--- src/hdl/l2_wr_pkg.sv ---
`default_nettype none

package l2_wr_pkg;

    // line geometry
    localparam int OFFSET_WIDTH = 2;
    localparam int LINE_WORDS   = 1 << OFFSET_WIDTH;
    localparam int LINE_BITS    = LINE_WORDS * 32;

    // lines held by the write buffer
    localparam int WRT_DEPTH = 2;

    // axi size codes
    localparam logic [2:0] SIZE_BYTE = 3'd0;
    localparam logic [2:0] SIZE_HALF = 3'd1;
    localparam logic [2:0] SIZE_WORD = 3'd2;

    // write path state, shared by controller and arbiter
    typedef enum logic [4:0] {
        IDLE   = 5'd0,
        DMA_AW = 5'd1,
        DMA_W  = 5'd2,
        DMA_R  = 5'd3,
        WRT_W  = 5'd4
    } wr_state_e;

endpackage

`default_nettype wire

--- src/hdl/l2_wr_ctrl.sv ---
`timescale 1ns/10ps
`default_nettype none

module l2_wr_ctrl (
    input  wire                   clk,
    input  wire                   arst_n,
    input  wire                   l2_req,
    input  wire                   l2_uncached,
    input  wire                   wrt_empty,
    input  wire                   aw_ready,
    input  wire                   w_ready,
    input  wire                   b_valid,
    output l2_wr_pkg::wr_state_e  state
);

    import l2_wr_pkg::*;

    wr_state_e state_nxt;

    always_comb begin
        state_nxt = state;
        case (state)
            IDLE: begin
                // buffered lines drain before any direct store
                if (!wrt_empty) begin
                    state_nxt = WRT_W;
                end else if (l2_req && l2_uncached) begin
                    state_nxt = DMA_AW;
                end
            end
            WRT_W: begin
                if (wrt_empty) begin
                    state_nxt = IDLE;
                end
            end
            DMA_AW: begin
                if (aw_ready) begin
                    state_nxt = DMA_W;
                end
            end
            DMA_W: begin
                if (w_ready) begin
                    state_nxt = DMA_R;
                end
            end
            DMA_R: begin
                // response also acknowledges the l2 request
                if (b_valid) begin
                    state_nxt = IDLE;
                end
            end
            default: begin
                state_nxt = IDLE;
            end
        endcase
    end

    always_ff @(posedge clk or negedge arst_n) begin
        if (!arst_n) begin
            state <= IDLE;
        end else begin
            state <= state_nxt;
        end
    end

    // buffer stays empty for the whole direct store
    assert property (@(posedge clk) disable iff (!arst_n)
        state inside {DMA_AW, DMA_W, DMA_R} |-> wrt_empty);

    // response phase ends only with a response
    assert property (@(posedge clk) disable iff (!arst_n)
        (state == DMA_R) ##1 (state != DMA_R) |-> $past(b_valid));

endmodule

`default_nettype wire

--- src/hdl/write_buffer.sv ---
`timescale 1ns/10ps
`default_nettype none

module write_buffer (
    input  wire                              clk,
    input  wire                              arst_n,
    input  wire                              wrt_req,
    input  wire  [31:0]                      wrt_addr,
    input  wire  [l2_wr_pkg::LINE_BITS-1:0]  wrt_line,
    output logic                             wrt_addr_ok,
    output logic                             wrt_aw_valid,
    output logic [31:0]                      wrt_aw_addr,
    input  wire                              aw_ready,
    output logic                             wrt_w_valid,
    output logic [31:0]                      wrt_w_data,
    output logic                             wrt_w_last,
    input  wire                              w_ready,
    output logic                             wrt_b_ready,
    input  wire                              b_valid,
    output logic                             wrt_empty
);

    import l2_wr_pkg::*;

    typedef enum logic [1:0] {
        SEQ_IDLE,
        SEQ_AW,
        SEQ_W,
        SEQ_B
    } seq_e;

    logic [31:0]          addr_q [WRT_DEPTH];
    logic [LINE_BITS-1:0] line_q [WRT_DEPTH];

    logic [$clog2(WRT_DEPTH)-1:0]   wr_ptr;
    logic [$clog2(WRT_DEPTH)-1:0]   rd_ptr;
    logic [$clog2(WRT_DEPTH+1)-1:0] count;
    logic [OFFSET_WIDTH-1:0]        beat;
    seq_e                           seq;
    seq_e                           seq_nxt;

    logic accept;
    logic aw_done;
    logic w_done;
    logic free;

    assign wrt_addr_ok = (count != WRT_DEPTH);
    assign accept      = wrt_req && wrt_addr_ok;
    assign aw_done     = wrt_aw_valid && aw_ready;
    assign w_done      = wrt_w_valid && w_ready;
    assign free        = wrt_b_ready && b_valid;

    // line storage, written at the tail
    always_ff @(posedge clk) begin
        if (accept) begin
            addr_q[wr_ptr] <= wrt_addr;
            line_q[wr_ptr] <= wrt_line;
        end
    end

    always_ff @(posedge clk or negedge arst_n) begin
        if (!arst_n) begin
            wr_ptr <= '0;
            rd_ptr <= '0;
            count  <= '0;
        end else begin
            if (accept) begin
                wr_ptr <= wr_ptr + 1'b1;
            end
            // head entry is released by its write response
            if (free) begin
                rd_ptr <= rd_ptr + 1'b1;
            end
            case ({accept, free})
                2'b10:   count <= count + 1'b1;
                2'b01:   count <= count - 1'b1;
                default: count <= count;
            endcase
        end
    end

    // burst sequencer for the head entry
    always_comb begin
        seq_nxt = seq;
        case (seq)
            SEQ_IDLE: begin
                // start right after the first entry lands
                if (count != 0 || accept) begin
                    seq_nxt = SEQ_AW;
                end
            end
            SEQ_AW: begin
                if (aw_done) begin
                    seq_nxt = SEQ_W;
                end
            end
            SEQ_W: begin
                if (w_done && wrt_w_last) begin
                    seq_nxt = SEQ_B;
                end
            end
            SEQ_B: begin
                if (free) begin
                    seq_nxt = SEQ_IDLE;
                end
            end
            default: begin
                seq_nxt = SEQ_IDLE;
            end
        endcase
    end

    always_ff @(posedge clk or negedge arst_n) begin
        if (!arst_n) begin
            seq  <= SEQ_IDLE;
            beat <= '0;
        end else begin
            seq <= seq_nxt;
            // wraps back to zero after the last beat
            if (w_done) begin
                beat <= beat + 1'b1;
            end
        end
    end

    assign wrt_aw_valid = (seq == SEQ_AW);
    assign wrt_aw_addr  = {addr_q[rd_ptr][31:OFFSET_WIDTH+2], {(OFFSET_WIDTH + 2){1'b0}}};
    assign wrt_w_valid  = (seq == SEQ_W);
    assign wrt_w_data   = line_q[rd_ptr][beat*32 +: 32];
    assign wrt_w_last   = wrt_w_valid && (beat == OFFSET_WIDTH'(LINE_WORDS - 1));
    assign wrt_b_ready  = (seq == SEQ_B);
    assign wrt_empty    = (count == 0) && (seq == SEQ_IDLE);

    // a write never lands on a line still waiting for its response
    assert property (@(posedge clk) disable iff (!arst_n)
        accept |-> (count == 0) || (wr_ptr != rd_ptr));

    // last beat closes the burst on the fourth word and hands over to B
    assert property (@(posedge clk) disable iff (!arst_n)
        w_done && wrt_w_last |=> wrt_b_ready && !wrt_w_valid && (beat == 0));

endmodule

`default_nettype wire

--- src/hdl/write_arbiter.sv ---
`timescale 1ns/10ps
`default_nettype none

module write_arbiter (
    input  wire l2_wr_pkg::wr_state_e        state,
    // l2 side
    input  wire                              l2_req,
    input  wire                              l2_uncached,
    input  wire  [31:0]                      l2_addr,
    input  wire  [l2_wr_pkg::LINE_BITS-1:0]  l2_line,
    input  wire  [2:0]                       l2_size,
    output logic                             l2_addr_ok,
    // write buffer side
    output logic                             wrt_req,
    output logic [31:0]                      wrt_addr,
    output logic [l2_wr_pkg::LINE_BITS-1:0]  wrt_line,
    input  wire                              wrt_addr_ok,
    input  wire                              wrt_aw_valid,
    input  wire  [31:0]                      wrt_aw_addr,
    output logic                             wrt_aw_ready,
    input  wire                              wrt_w_valid,
    input  wire  [31:0]                      wrt_w_data,
    input  wire                              wrt_w_last,
    output logic                             wrt_w_ready,
    input  wire                              wrt_b_ready,
    output logic                             wrt_b_valid,
    // axi write port
    output logic                             aw_valid,
    input  wire                              aw_ready,
    output logic [31:0]                      aw_addr,
    output logic [7:0]                       aw_len,
    output logic [2:0]                       aw_size,
    output logic                             w_valid,
    input  wire                              w_ready,
    output logic [31:0]                      w_data,
    output logic [3:0]                       w_strb,
    output logic                             w_last,
    input  wire                              b_valid,
    output logic                             b_ready
);

    import l2_wr_pkg::*;

    logic [3:0] dma_strb;
    logic       cached_req;

    assign cached_req = l2_req && !l2_uncached;

    // byte lanes of a direct store
    always_comb begin
        case (l2_size)
            SIZE_BYTE: dma_strb = 4'b0001 << l2_addr[1:0];
            SIZE_HALF: dma_strb = l2_addr[1] ? 4'b1100 : 4'b0011;
            SIZE_WORD: dma_strb = 4'b1111;
            default:   dma_strb = 4'b0000;
        endcase
    end

    always_comb begin
        l2_addr_ok   = 1'b0;
        wrt_req      = 1'b0;
        wrt_addr     = '0;
        wrt_line     = '0;
        wrt_aw_ready = 1'b0;
        wrt_w_ready  = 1'b0;
        wrt_b_valid  = 1'b0;
        aw_valid     = 1'b0;
        aw_addr      = '0;
        aw_len       = '0;
        aw_size      = '0;
        w_valid      = 1'b0;
        w_data       = '0;
        w_strb       = '0;
        w_last       = 1'b0;
        b_ready      = 1'b0;
        case (state)
            IDLE, WRT_W: begin
                // cached lines enter the buffer, port belongs to the buffer
                if (cached_req) begin
                    wrt_req  = 1'b1;
                    wrt_addr = l2_addr;
                    wrt_line = l2_line;
                end
                l2_addr_ok = cached_req && wrt_addr_ok;

                aw_valid = wrt_aw_valid;
                aw_addr  = wrt_aw_addr;
                aw_len   = 8'(LINE_WORDS - 1);
                aw_size  = SIZE_WORD;
                w_valid  = wrt_w_valid;
                w_data   = wrt_w_data;
                w_strb   = 4'hf;
                w_last   = wrt_w_last;
                b_ready  = wrt_b_ready;

                wrt_aw_ready = aw_ready;
                wrt_w_ready  = w_ready;
                wrt_b_valid  = b_valid;
            end
            DMA_AW, DMA_W, DMA_R: begin
                // single beat store, payload held through all three phases
                aw_addr = l2_addr;
                aw_size = l2_size;
                w_data  = l2_line[31:0];
                w_strb  = dma_strb;

                aw_valid   = (state == DMA_AW);
                w_valid    = (state == DMA_W);
                w_last     = (state == DMA_W);
                b_ready    = (state == DMA_R);
                l2_addr_ok = (state == DMA_R) && b_valid;
            end
            default: begin
                l2_addr_ok = 1'b0;
            end
        endcase
    end

    // odd half-word stores never come from the l2 cache
    assert property (@(posedge aw_valid)
        l2_req && l2_uncached |-> !((l2_size == SIZE_HALF) && l2_addr[0]));

endmodule

`default_nettype wire

--- src/hdl/l2_write_path.sv ---
`timescale 1ns/10ps
`default_nettype none

module l2_write_path (
    input  wire                              clk,
    input  wire                              arst_n,
    // l2 cache request
    input  wire                              l2_req,
    input  wire  [31:0]                      l2_addr,
    input  wire  [l2_wr_pkg::LINE_BITS-1:0]  l2_line,
    input  wire  [2:0]                       l2_size,
    input  wire                              l2_uncached,
    output wire                              l2_addr_ok,
    // axi write port
    output wire                              aw_valid,
    input  wire                              aw_ready,
    output wire  [31:0]                      aw_addr,
    output wire  [7:0]                       aw_len,
    output wire  [2:0]                       aw_size,
    output wire                              w_valid,
    input  wire                              w_ready,
    output wire  [31:0]                      w_data,
    output wire  [3:0]                       w_strb,
    output wire                              w_last,
    input  wire                              b_valid,
    output wire                              b_ready
);

    import l2_wr_pkg::*;

    wr_state_e            state;
    logic                 wrt_req;
    logic [31:0]          wrt_addr;
    logic [LINE_BITS-1:0] wrt_line;
    logic                 wrt_addr_ok;
    logic                 wrt_aw_valid;
    logic [31:0]          wrt_aw_addr;
    logic                 wrt_aw_ready;
    logic                 wrt_w_valid;
    logic [31:0]          wrt_w_data;
    logic                 wrt_w_last;
    logic                 wrt_w_ready;
    logic                 wrt_b_ready;
    logic                 wrt_b_valid;
    logic                 wrt_empty;

    l2_wr_ctrl ctrl0 (
        .clk         (clk),
        .arst_n      (arst_n),
        .l2_req      (l2_req),
        .l2_uncached (l2_uncached),
        .wrt_empty   (wrt_empty),
        .aw_ready    (aw_ready),
        .w_ready     (w_ready),
        .b_valid     (b_valid),
        .state       (state)
    );

    write_buffer wrt0 (
        .clk          (clk),
        .arst_n       (arst_n),
        .wrt_req      (wrt_req),
        .wrt_addr     (wrt_addr),
        .wrt_line     (wrt_line),
        .wrt_addr_ok  (wrt_addr_ok),
        .wrt_aw_valid (wrt_aw_valid),
        .wrt_aw_addr  (wrt_aw_addr),
        .aw_ready     (wrt_aw_ready),
        .wrt_w_valid  (wrt_w_valid),
        .wrt_w_data   (wrt_w_data),
        .wrt_w_last   (wrt_w_last),
        .w_ready      (wrt_w_ready),
        .wrt_b_ready  (wrt_b_ready),
        .b_valid      (wrt_b_valid),
        .wrt_empty    (wrt_empty)
    );

    write_arbiter arb0 (
        .state        (state),
        .l2_req       (l2_req),
        .l2_uncached  (l2_uncached),
        .l2_addr      (l2_addr),
        .l2_line      (l2_line),
        .l2_size      (l2_size),
        .l2_addr_ok   (l2_addr_ok),
        .wrt_req      (wrt_req),
        .wrt_addr     (wrt_addr),
        .wrt_line     (wrt_line),
        .wrt_addr_ok  (wrt_addr_ok),
        .wrt_aw_valid (wrt_aw_valid),
        .wrt_aw_addr  (wrt_aw_addr),
        .wrt_aw_ready (wrt_aw_ready),
        .wrt_w_valid  (wrt_w_valid),
        .wrt_w_data   (wrt_w_data),
        .wrt_w_last   (wrt_w_last),
        .wrt_w_ready  (wrt_w_ready),
        .wrt_b_ready  (wrt_b_ready),
        .wrt_b_valid  (wrt_b_valid),
        .aw_valid     (aw_valid),
        .aw_ready     (aw_ready),
        .aw_addr      (aw_addr),
        .aw_len       (aw_len),
        .aw_size      (aw_size),
        .w_valid      (w_valid),
        .w_ready      (w_ready),
        .w_data       (w_data),
        .w_strb       (w_strb),
        .w_last       (w_last),
        .b_valid      (b_valid),
        .b_ready      (b_ready)
    );

endmodule

`default_nettype wire

--- config.mk ---
export PLATFORM = sky130hd
export DESIGN_NAME = l2_write_path
export DESIGN_NICKNAME = d
export VERILOG_FILES = /design/src/hdl/l2_wr_pkg.sv /design/src/hdl/l2_wr_ctrl.sv /design/src/hdl/write_buffer.sv /design/src/hdl/write_arbiter.sv /design/src/hdl/l2_write_path.sv
export SDC_FILE = /design/constraint.sdc
export NUM_CORES = 1
export LEC_CHECK = 0
export ABC_AREA = 1
export BUFFER_PORTS_ARGS = -buffer_cell sky130_fd_sc_hd__buf_4
export CORE_UTILIZATION = 40
export DETAILED_ROUTE_END_ITERATION = 16
export HOLD_SLACK_MARGIN = 0.15
export PLACE_DENSITY = 0.57
export SETUP_SLACK_MARGIN = 0.02
export SLEW_MARGIN = 5
export SYNTH_ARGS = -nofsm -noshare
export SYNTH_HDL_FRONTEND = slang
export SYNTH_SLANG_ARGS = --single-unit
--- constraint.sdc ---
create_clock -name clk -period 9.5 [get_ports clk]
set_clock_uncertainty 0.15 [all_clocks]
set_input_delay 1.9 -clock clk [delete_from_list [all_inputs] [get_ports clk]]
set_output_delay 1.9 -clock clk [all_outputs]
set_load 0.02 [all_outputs]
### Word level (Yosys, flattened, before mapping)

Memory sizes are Yosys's and may differ from the RTL's.
Cells that the tools add are included.

| storage, ports and cells | value |
|---|---|
| logic and storage cells | 96 |
| input port bits | 170 |
| output and inout port bits | 84 |
| bits in latches | 0 |
| memories | 2 |
| bits in writable memories | 320 |
| memory bits (read-only) | 0 |
| bits in registers | 13 |

| cells by class | value |
|---|---|
| bitwise gates (word level) | 0 |
| divide/modulo/power cells | 0 |
| add/sub/neg operators | 5 |
| $mul | 0 |
| shifts and indexed selects | 2 |
| magnitude comparators | 0 |
| multiplexer cells | 36 |
| reductions and logical operators | 23 |
| equal/unequal tests | 22 |

Memory list:

| memory | words | width | rd ports | clocked after memory_dff | wr ports | line | text |
|---|---|---|---|---|---|---|---|
| wrt0.line_q | 2 | 128 | 1 | 0 | 1 | write_buffer.sv:33 | `logic [LINE_BITS-1:0] line_q [WRT_DEPTH];` |
| wrt0.addr_q | 2 | 32 | 1 | 0 | 1 | write_buffer.sv:32 | `logic [31:0] addr_q [WRT_DEPTH];` |

Operators with widths:

| cell | count |
|---|---|
| two-way mux 128 bit | 2 |
| case mux 32 bit (2 select lines) | 2 |
| indexed part select 128 x 8 -> 32 bit | 1 |
| two-way mux 32 bit | 2 |
| two-way mux 5 bit | 6 |
| case mux 5 bit (5 select lines) | 1 |
| inequality test 2 bit, second input constant | 8 |
| case mux 4 bit (3 select lines) | 1 |
| logical AND 1 bit | 11 |
| equality test 5 x 2 -> 1 bit, second input constant | 2 |
| two-way mux 2 bit | 5 |
| case mux 1 bit (2 select lines) | 5 |
| equality test 2 bit, second input constant | 4 |
| case mux 2 bit (4 select lines) | 1 |
| case mux 4 bit (2 select lines) | 1 |
| two-way mux 1 bit | 7 |
| case mux 3 bit (2 select lines) | 1 |
| equality test 5 x 1 -> 1 bit, second input constant | 1 |
| equality test 5 x 3 -> 1 bit, second input constant | 1 |
| logical NOT 5 bit | 1 |
| AND reduction 5 bit | 1 |
| adder 2 x 1 -> 2 bit, second input constant | 2 |
| equality test 2 x 1 -> 1 bit, second input constant | 2 |
| logical NOT 2 bit | 2 |
| other kinds (16) | 18 |

### Depth between registers and ports, before layout

Gate-level depths: netlist of run 1.

| logic depth | value |
|---|---|
| depth after elaboration | 8 |
| mapped depth | 9 |
| mapped depth without buffers | 8 |

### Cells and area by module

A second synthesis of run 1 with hierarchy kept.

| unflattened totals | value |
|---|---|
| cells, all modules | 1879 |
| area total of the unflattened synthesis | 16231.8 µm² |

By module, submodules not included:

| module | cells each | area each (µm²) | times used | sequential area each (µm²) |
|---|---|---|---|---|
| write_buffer | 1289 | 13497.9 | 1 | 9569.2 |
| write_arbiter | 550 | 2489.9 | 1 | 0.0 |
| l2_wr_ctrl | 40 | 244.0 | 1 | 75.1 |

### Worst setup path after synthesis of run 1

No wires, ideal clock.

| timing path | value |
|---|---|
| path kind | input port to flip-flop |
| start | input port l2_req |
| end | memory wrt0.addr_q[0][10] (enable) |
| arrival | 8.727 ns |
| slack | -0.052 ns |
| stages | 4 |
| library setup time | 0.675 ns |
| path buffers | 0 |
| data required time | 8.675 ns |
| cell sequence | inv_1 -> nor2_1 -> o211ai_1 -> nor2_1 |

| between the ends | value |
|---|---|
| longest elaborated chain between the ends | 6 |

Ends and longest elaborated chain:

| item | line | text |
|---|---|---|
| from (decl) | l2_write_path.sv:8 | `input wire l2_req,` |
| logical AND 1 bit | write_arbiter.sv:47 | `assign cached_req = l2_req && !l2_uncached;` |
| two-way mux 1 bit | write_arbiter.sv:79 | `if (cached_req) begin` |
| two-way mux 1 bit | write_arbiter.sv:76 | `case (state)` |
| logical AND 1 bit | write_buffer.sv:48 | `assign accept = wrt_req && wrt_addr_ok;` |
| two-way mux 1 bit | write_buffer.sv:55 | `if (accept) begin` |
| two-way mux 1 bit (not written as such) | write_buffer.sv:56 | `addr_q[wr_ptr] <= wrt_addr;` |
| to (decl) | write_buffer.sv:32 |  |

Every way passes these cells.

### Final worst setup path of run 1

| timing path | value |
|---|---|
| start | register wrt0.rd_ptr |
| end | output port w_data[17] |

| between the ends | value |
|---|---|
| longest elaborated chain between the ends | 3 |

Ends and longest elaborated chain:

| item | line | text |
|---|---|---|
| from (decl) | write_buffer.sv:36 | `logic [$clog2(WRT_DEPTH)-1:0] rd_ptr;` |
| from (signal assigned) | write_buffer.sv:72 | `rd_ptr <= rd_ptr + 1'b1;` |
| memory read (2 x 128 bit) | - |  |
| indexed part select 128 x 8 -> 32 bit | write_buffer.sv:129 | `assign wrt_w_data = line_q[rd_ptr][beat*32 +: 32];` |
| case mux 32 bit (2 select lines) | write_arbiter.sv:76 |  |
| to (decl) | l2_write_path.sv:22 | `output wire [31:0] w_data,` |

Every way passes these cells.

==> results of run 1 <==
==> routing by layer <==
layer | vias up | share of wire [%] | global-route usage (%)
li1 | 5394 | - | -
met1 | 5371 | 42 | 27.7
met2 | 360 | 49 | 35.5
met3 | 53 | 6.5 | 4.14
met4 | 0 | 2.4 | 5.94
met5 | - | 0 | 0
==> flip-flops by register name, indices dropped and copies added, names as in the netlist <==
signal,flops
wrt0.seq,2
wrt0.rd_ptr,1
ctrl0.state,3
wrt0.addr_q,56
wrt0.count,2
wrt0.line_q,256
wrt0.wr_ptr,1
wrt0.beat,2
==> cell families after synthesis <==
logic type      Yosys count  synth area share (%)
compound gates          164                  5.81
flops                   323                  65.2
xor+xnor                  5                 0.296
simple gates            748                  20.1
fa+ha+maj                 7                 0.592
other cells               1                0.0254
buf+inv                 273                  7.91
==> final cells by class <==
type | instances | area, µm²
Timing Repair Buffer | 263 | 1970
Fill cell | 3417 | 18500
Clock inverter | 20 | 149
Clock buffer | 46 | 960
Inverter | 181 | 682
Multi-Input combinational cell | 930 | 4010
Tap cell | 468 | 586
Sequential cell | 323 | 9650
==> worst max-delay path by stage <==
| stage | from | to | slack, ps | depth (start not counted) |
|---|---|---|---|---|
| after floorplan | l2_req | wrt0.addr_q[0][10]$_DFFE_PP_ | -50 | 4 |
| after global placement | wrt0.rd_ptr$_DFFE_PN0P_ | w_data[15] | 4360 | 7 |
| after detailed placement | wrt0.rd_ptr$_DFFE_PN0P_ | w_data[4] | 4350 | 7 |
| after CTS | wrt0.rd_ptr$_DFFE_PN0P_ | w_data[28] | 3790 | 7 |
| after global routing | wrt0.rd_ptr$_DFFE_PN0P_ | w_data[18] | 3530 | 9 |
| final | wrt0.rd_ptr$_DFFE_PN0P_ | w_data[17] | 3780 | 7 |
==> through the flow <==
stage | hold slack (ps) | instances | util (%) | TNS [ps]
after CTS | 394 | 2231 | 49.3 | 0
after detailed placement | 382 | 2165 | 46.3 | 0
after global placement | 371 | 2165 | 46.3 | 0
final | 389 | 2231 | 49.3 | 0
after floorplan | 341 | 1526 | - | -16180
after global routing | 433 | 2231 | 49.3 | 0
==> power by group through the flow <==
stage / registers [µW] / clock network, µW / logic (µW)
floorplan: 1870 / 0 / 1310
global placement: 1910 / 0 / 2000
detailed placement: 1910 / 0 / 2010
CTS: 1880 / 1340 / 2020
global route: 1900 / 1390 / 2200
finish: 1880 / 1310 / 2000
==> critical path, stage by stage, from the launching register on <==
cell,delay (ps)
dfrtp_4,700
inv_4,710
buf_4,810
o21ai_0,210
nand3_1,180
nand3_1,90
nand2_1,170
buf_4,170
==> cells in the mapped netlist <==
cell / instances / area [µm²]
xor2_1: 4 / 35.0
nand3_1: 109 / 546
or2_2: 1 / 6.26
buf_6: 7 / 78.8
nor3_1: 3 / 15.0
nand3b_1: 1 / 7.51
nor2_4: 2 / 22.5
nand2_1: 234 / 878
o211ai_1: 1 / 7.51
buf_2: 47 / 235
xnor2_1: 1 / 8.76
o22ai_1: 28 / 175
edfxtp_1: 312 / 9370
ha_1: 7 / 87.6
conb_1: 1 / 3.75
inv_2: 2 / 7.51
buf_4: 9 / 67.6
nor2_1: 396 / 1490
buf_1: 5 / 18.8
clkbuf_1: 24 / 90.1
o21ai_1: 6 / 30.0
inv_1: 179 / 672
a21oi_1: 4 / 20.0
o21ai_0: 125 / 626
nand4_1: 2 / 12.5
dfrtp_1: 11 / 275
==> flow_summary.toml, run 1 <==
[place]
gp_routability_congestion = 0.861
hpwlAfterDp_um = 25100
numPortBuffers = 247
dp_slack_ps = 4350
placed_area_um2 = 16900

[hold_path]
holdPathEnd = "wrt0.seq[1]$_DFFE_PN0P_"
hp-start = "wrt0.seq[1]$_DFFE_PN0P_"
holdPathStages = 2
hold_class = "reg -> reg"

[setup_path]
crit_type = "reg -> out"
reg2reg_to = "wrt0.line_q[1][84]$_DFFE_PP_"
worstRegToRegCells = 6
arrival_ps = 3670
path_max_fanout = 84
end_kind = "output pin"
worstPathRequired_ps = 7450
rrSetupSlack_ps = 5410
start_kind = "flop"
r2r-start = "ctrl0.state[0]$_DFFE_PN0P_"

[drt]
ant_nets = 0
routed_via_density = 5.01
drt_iter0_drc = 737
drc_errors = 0
totalWireLength_um = 40200
wl_per_cell_um = 18.0
firstDrtPassIters = 8
vias = 11200

[status]
outcome = "finished clean"

[global_routing]
antenna_found_initial = 0
grt_max_degree = 85
grt.total_usage_pct = 21.1
grt_overflow = 0
grt_pass1_wl_um = 61500
grt_pass1_vias = 10900

[cts]
cts_max_level = 2
clock-sinks = 323
hold_buffers = 0
post-cts-setup-buffer-count = 0
cts_root_buf = "clkbuf_16"
tritoncts = "yes"
clkLatencyLatePin_ps = 510
numCtsBuffers = 36
path_clk_slew_ps = 60
cts_buffer_depth = 3
ctsResizeCount = 0

[final_layout]
antenna_cells = 0
final_cell_mix = "nor2_1, edfxtp_1, buf_4, nand2_1, inv_1"
fin_area_um2 = 18000
syn_to_final_growth_pct = 21.8
mostFrequentLayoutCell = "nor2_1"
drive_gt1_share_pct = 18.3
nNetsFinal = 1912

[pwr]
p_sw_uw = 1980
clock_power_share_pct = 25.2
share_comb_of_total_power_pct = 38.5
leakage_uw = 0.00775
peakVddDrop_mv = 0.129
total_power_uw = 5190
p_int_uw = 3210
netSwitchingFraction_pct = 38.2
pwr-share-seq_pct = 36.3
powerDensity_nw_per_um2 = 288

[sta]
setup_violations = 0
finalHoldViolations = 0
fmax_mhz = 175
layout_min_cycle_time_ps = 5720
max-slew-margin-rel_pct = 22.8
setup_slack_ps = 3780
drv_slew = 0
rsz0062_at_grt = "false"
worst_pin_slew_ps = 1160
period_share_pct = 60.2

[yosys]
synth_cells = 1521
ys_ff_latch = 323
ys_seq_area_share_pct = 65.2
syn_avg_cell_area_um2 = 9.72
ys_types = 26
yosys_warnings = 0
netlist_area_um2 = 14800

[floorplan]
start_util_pct = 40.5
die_w_um = 194
die_y_um = 194
core_area_um2 = 36500
ioPinCount = 254
dieArea_um2 = 37700
num_rows = 70

[run]
max_cap_violations = 0
Note: power is estimated with default switching activity, not from simulation.
==> run 2: changes to the inputs <==
PLACE_DENSITY = 0.59   (was 0.57)
clock period = 5.24 ns   (was 9.5 ns; I/O delays follow)
==> flow_summary.toml, run 2 (synthesized netlist as in run 1, its figures left out) <==
[status]
outcome = "finished clean"

[cts]
cts_buffer_depth = 3
numCtsBuffers = 37
tritoncts = "yes"
cts_root_buf = "clkbuf_16"
cts_max_level = 2
clkLatencyLatePin_ps = 510
path_clk_slew_ps = 60
clock-sinks = 323
ctsResizeCount = 0
hold_buffers = 0
post-cts-setup-buffer-count = 0

[pwr]
peakVddDrop_mv = 0.406
netSwitchingFraction_pct = 37.7
powerDensity_nw_per_um2 = 527
p_sw_uw = 3610
share_comb_of_total_power_pct = 38.5
p_int_uw = 5950
leakage_uw = 0.00779
clock_power_share_pct = 26.3
total_power_uw = 9560
pwr-share-seq_pct = 35.2

[global_routing]
grt_pass1_wl_um = 61200
grt_pass1_vias = 11000
grt_util_met1_pct = 26.8
grt_max_degree = 157
antenna_found_initial = 0
grt.total_usage_pct = 21.0
grt-busiest-layer = "met2"
grt_use_met3_pct = 4.54
met2_usage_pct = 35.2
grt_overflow = 0

[place]
gp_routability_congestion = 0.840
hpwlAfterDp_um = 25000
placed_area_um2 = 17000
dp.cells = 2165
numPortBuffers = 247

[setup_path]
worstRegToRegCells = 5
arrival_ps = 2970
end_kind = "output pin"
start_kind = "flop"
r2r-start = "ctrl0.state[0]$_DFFE_PN0P_"
critPathMaxStageDelay_ps = 830
reg2reg_to = "wrt0.line_q[1][33]$_DFFE_PP_"
crit_type = "reg -> out"
critPathCapture = "aw_addr[9]"
cp.depth = 5
path_cells = "nor2_4, nor2_4, inv_2, o22ai_1, buf_4"
path_buf_inv = 2
cp_top_family = "simple AND/OR/NAND/NOR gates"
worstPathRequired_ps = 4040
crit_path_start = "ctrl0.state[1]$_DFFE_PN0P_"
crit_slowest_cell = "nor2_4"
rrSetupSlack_ps = 1840
crit_top_cell = "nor2_4"
path_max_fanout = 37

[drt]
vias = 11100
totalWireLength_um = 39800
drc_errors = 0
routed_via_density = 4.96
drt_iter0_drc = 751
firstDrtPassIters = 5
ant_nets = 0
wl_per_cell_um = 17.9

[final_layout]
ff_latch_area_um2 = 9650
mostFrequentLayoutCell = "nor2_1"
finalNonFillerCells = 2228
fin_util_pct = 49.7
nNetsFinal = 1913
fin_area_um2 = 18100
largest_registers = "wrt0.line_q: 256 flops, wrt0.addr_q: 56 flops, ctrl0.state: 3 flops"
antenna_cells = 0
syn_to_final_growth_pct = 22.7
final_cell_mix = "nor2_1, edfxtp_1, buf_4, nand2_1, inv_1"
regMostFlops = "wrt0.line_q"
drive_gt1_share_pct = 18.4
largest_reg_flops = 256
fillers = 3427
multi_input_area_um2 = 4010

[sta]
fmax_mhz = 240
setup_violations = 0
period_share_pct = 79.6
layout_min_cycle_time_ps = 4170
drv_slew = 0
finalHoldViolations = 0
max-slew-margin-rel_pct = 20.4
rsz0062_at_grt = "false"
worst_pin_slew_ps = 1190

[run]
max_cap_violations = 0

[floorplan]
start_util_pct = 40.5
die_w_um = 194
core_area_um2 = 36500
dieArea_um2 = 37700
die_y_um = 194
num_rows = 70
ioPinCount = 254

[hold_path]
hold_class = "in -> async"
run 2: worst min path at each step:
stage / slack [ps] / cells after the start / from / to
after global placement: 370 / 2 / wrt0.seq[1]$_DFFE_PN0P_ / wrt0.seq[1]$_DFFE_PN0P_
after global routing: 210 / 1 / arst_n / wrt0.seq[1]$_DFFE_PN0P_
after floorplan: 340 / 2 / wrt0.seq[1]$_DFFE_PN0P_ / wrt0.seq[1]$_DFFE_PN0P_
final: 210 / 1 / arst_n / wrt0.seq[1]$_DFFE_PN0P_
after CTS: 200 / 1 / arst_n / wrt0.seq[1]$_DFFE_PN0P_
after detailed placement: 380 / 2 / wrt0.seq[1]$_DFFE_PN0P_ / wrt0.seq[1]$_DFFE_PN0P_
run 2: area by class of cell:
| cell class | instances | area share (%) |
|---|---|---|
| flip-flops and latches | 323 | 53.2 |
| clock buffers | 42 | 5.26 |
| repair buffers | 263 | 11.3 |
| clock inverters | 21 | 1.13 |
| well taps | 468 | 3.23 |
| multi-input cells | 930 | 22.1 |
| inverters | 181 | 3.76 |
run 2: worst register-to-register path: stages (launching register included):
cell and delay [ps]:
dfrtp_1 440, nor2_4 160, buf_4 690, o211ai_1 500
nor2_4 650, buf_12 410
run 2: per-stage QoR:
stage	setup slack, ps	TNS [ps]	hold WS, ps
global route	894	0	207
detailed placement	1620	0	384
floorplan	-841	-262240	341
CTS	1080	0	203
finish	1070	0	211
global placement	1750	0	373
run 2: layer usage:
layer,wire length [µm],part of all wire [%]
met4,1160,2.9
met2,19300,48
met5,0,0
met1,16500,41
met3,2840,7.1
run 2: power groups by stage:
| stage | clock, µW | combinational, µW | sequential (µW) |
|---|---|---|---|
| floorplan | 0 | 2380 | 3360 |
| global placement | 0 | 3710 | 3410 |
| detailed placement | 0 | 3720 | 3420 |
| CTS | 2560 | 3740 | 3370 |
| global route | 2660 | 4060 | 3400 |
| finish | 2510 | 3680 | 3370 |
==> run 3: changes to the inputs <==
PLACE_DENSITY = 0.57   (was 0.59)
clock period = 4.1 ns   (was 5.24 ns; I/O delays follow)
==> flow_summary.toml, run 3 (synthesized netlist as in run 1, its figures left out) <==
[status]
outcome = "finished clean"

[drt]
routed_via_density = 5.00
dr_wl_met2_um = 20300
vias = 11200
top_layer_used = "met5"
wl_met1_um = 17000
drt_iter0_drc = 749
drc_errors = 0
totalWireLength_um = 41300
wl_per_cell_um = 18.5
met3WireLength_um = 2900
ant_nets = 0
firstDrtPassIters = 5

[pwr]
p_int_uw = 7670
share_comb_of_total_power_pct = 38.9
powerDensity_nw_per_um2 = 672
leakage_uw = 0.00784
netSwitchingFraction_pct = 37.5
p_sw_uw = 4590
peakVddDrop_mv = 0.469
clock_power_share_pct = 26.2
pwr-share-seq_pct = 34.9

[final_layout]
finalNonFillerCells = 2237
fin_util_pct = 49.9
nNetsFinal = 1918
fin_area_um2 = 18200
syn_to_final_growth_pct = 23.4
largest_registers = "wrt0.line_q: 256 flops, wrt0.addr_q: 56 flops, ctrl0.state: 3 flops"
drive_gt1_share_pct = 18.6
largest_reg_flops = 256
mostFrequentLayoutCell = "nor2_1"
final_cell_mix = "nor2_1, edfxtp_1, buf_4, nand2_1, inv_1"
regMostFlops = "wrt0.line_q"

[place]
numPortBuffers = 247
placed_area_um2 = 17000
hpwlAfterDp_um = 26100
gp_routability_congestion = 0.859
dp.cells = 2169

[setup_path]
r2r-start = "ctrl0.state[0]$_DFFE_PN0P_"
path_buf_inv = 2
crit_slowest_cell = "nor2_4"
reg2reg_to = "wrt0.line_q[0][35]$_DFFE_PP_"
rrSetupSlack_ps = 1180
crit_type = "reg -> out"
cp_top_family = "buffers and inverters"
arrival_ps = 2540
critPathMaxStageDelay_ps = 520
path_cells = "nor2_4, buf_4, o21ai_0, o22ai_1, buf_4"
start_kind = "flop"
worstRegToRegCells = 4
crit_top_cell = "buf_4"
end_kind = "output pin"
path_max_fanout = 31
worstPathRequired_ps = 3130

[cts]
clkLatencyLatePin_ps = 510
tritoncts = "yes"
numCtsBuffers = 37
cts_buffer_depth = 3
cts_max_level = 2
path_clk_slew_ps = 60
clock-sinks = 323
ctsResizeCount = 0
cts_root_buf = "clkbuf_16"

[sta]
fmax_mhz = 285
hold-worst-slack_ps = 390
setup_violations = 0
rsz0062_at_grt = "false"
layout_min_cycle_time_ps = 3510
finalSetupTns_ps = 0
finalHoldViolations = 0
drv_slew = 0
worst_pin_slew_ps = 875
max-slew-margin-rel_pct = 41.6
period_share_pct = 85.6

[floorplan]
num_rows = 70
dieArea_um2 = 37700
die_w_um = 194
ioPinCount = 254
start_util_pct = 40.5
core_area_um2 = 36500
die_y_um = 194

[run]
max_cap_violations = 0

[global_routing]
grt_overflow = 0
antenna_found_initial = 2
grt_pass1_vias = 10800
grt_pass1_wl_um = 62300
grt.total_usage_pct = 21.5
grt_max_degree = 157

[hold_path]
holdPathEnd = "wrt0.seq[1]$_DFFE_PN0P_"
hp-start = "wrt0.seq[1]$_DFFE_PN0P_"
hold_class = "reg -> reg"
holdPathStages = 2
## run 3: cell count changes in the layout (fill, tap and decap cells not counted), sizes merged
cell and delta:
clkbuf +8, buf +4, clkinv -2, bufinv -1
clkinvlp -1, diode +1, dlygate4sd3 +1, inv -1
## run 3: worst max-delay path by stage
stage,cells after the start,to,startpoint
floorplan,3,wrt0.addr_q[0][10]$_DFFE_PP_,l2_uncached
global placement,9,w_data[5],wrt0.rd_ptr$_DFFE_PN0P_
detailed placement,5,aw_addr[23],ctrl0.state[0]$_DFFE_PN0P_
CTS,5,aw_addr[23],ctrl0.state[0]$_DFFE_PN0P_
global route,5,aw_addr[19],ctrl0.state[0]$_DFFE_PN0P_
finish,5,aw_addr[23],ctrl0.state[0]$_DFFE_PN0P_
## run 3: area by class of cell
cell class	instances	area, µm²
Clock inverter	16	151
Sequential cell	323	9650
Multi-Input combinational cell	930	4020
Inverter	181	687
Fill cell	3379	18300
Tap cell	468	586
Clock buffer	50	1030
Timing Repair Buffer	268	2110
Antenna cell	1	2.50
## run 3: routing by layer
metal | GRT usage, % | vias to the layer above
met4 | 6.73 | 2
li1 | - | 5402
met2 | 36.2 | 380
met3 | 4.17 | 54
met5 | 0 | -
met1 | 28.0 | 5346
## run 3: what timing repair did
action | CTS | global route
endpoints found under the hold margin | 11 | 0
buffers inserted | 0 | 0
hold buffers | 1 | 0
## run 3: power groups by stage
stage	combinational [µW]	clock (µW)	sequential, µW
floorplan	3050	0	4270
global placement	4790	0	4340
detailed placement	4810	0	4350
CTS	4830	3280	4280
global route	5220	3400	4320
finish	4770	3210	4280
## run 3: metrics by stage
stage          setup WS (ps)  power (µW)
2_1_floorplan           2.54        7320
3_3_place_gp            1180        9130
3_5_place_dp            1140        9160
4_1_cts                  575       12400
5_1_grt                  473       12900
6_report                 591       12300
## run 3: worst register-to-register path: stages, from the launching register on
cell	delay [ps]
dfrtp_1	440
nor2_4	520
o211ai_1	430
nor2_4	240
buf_4	650
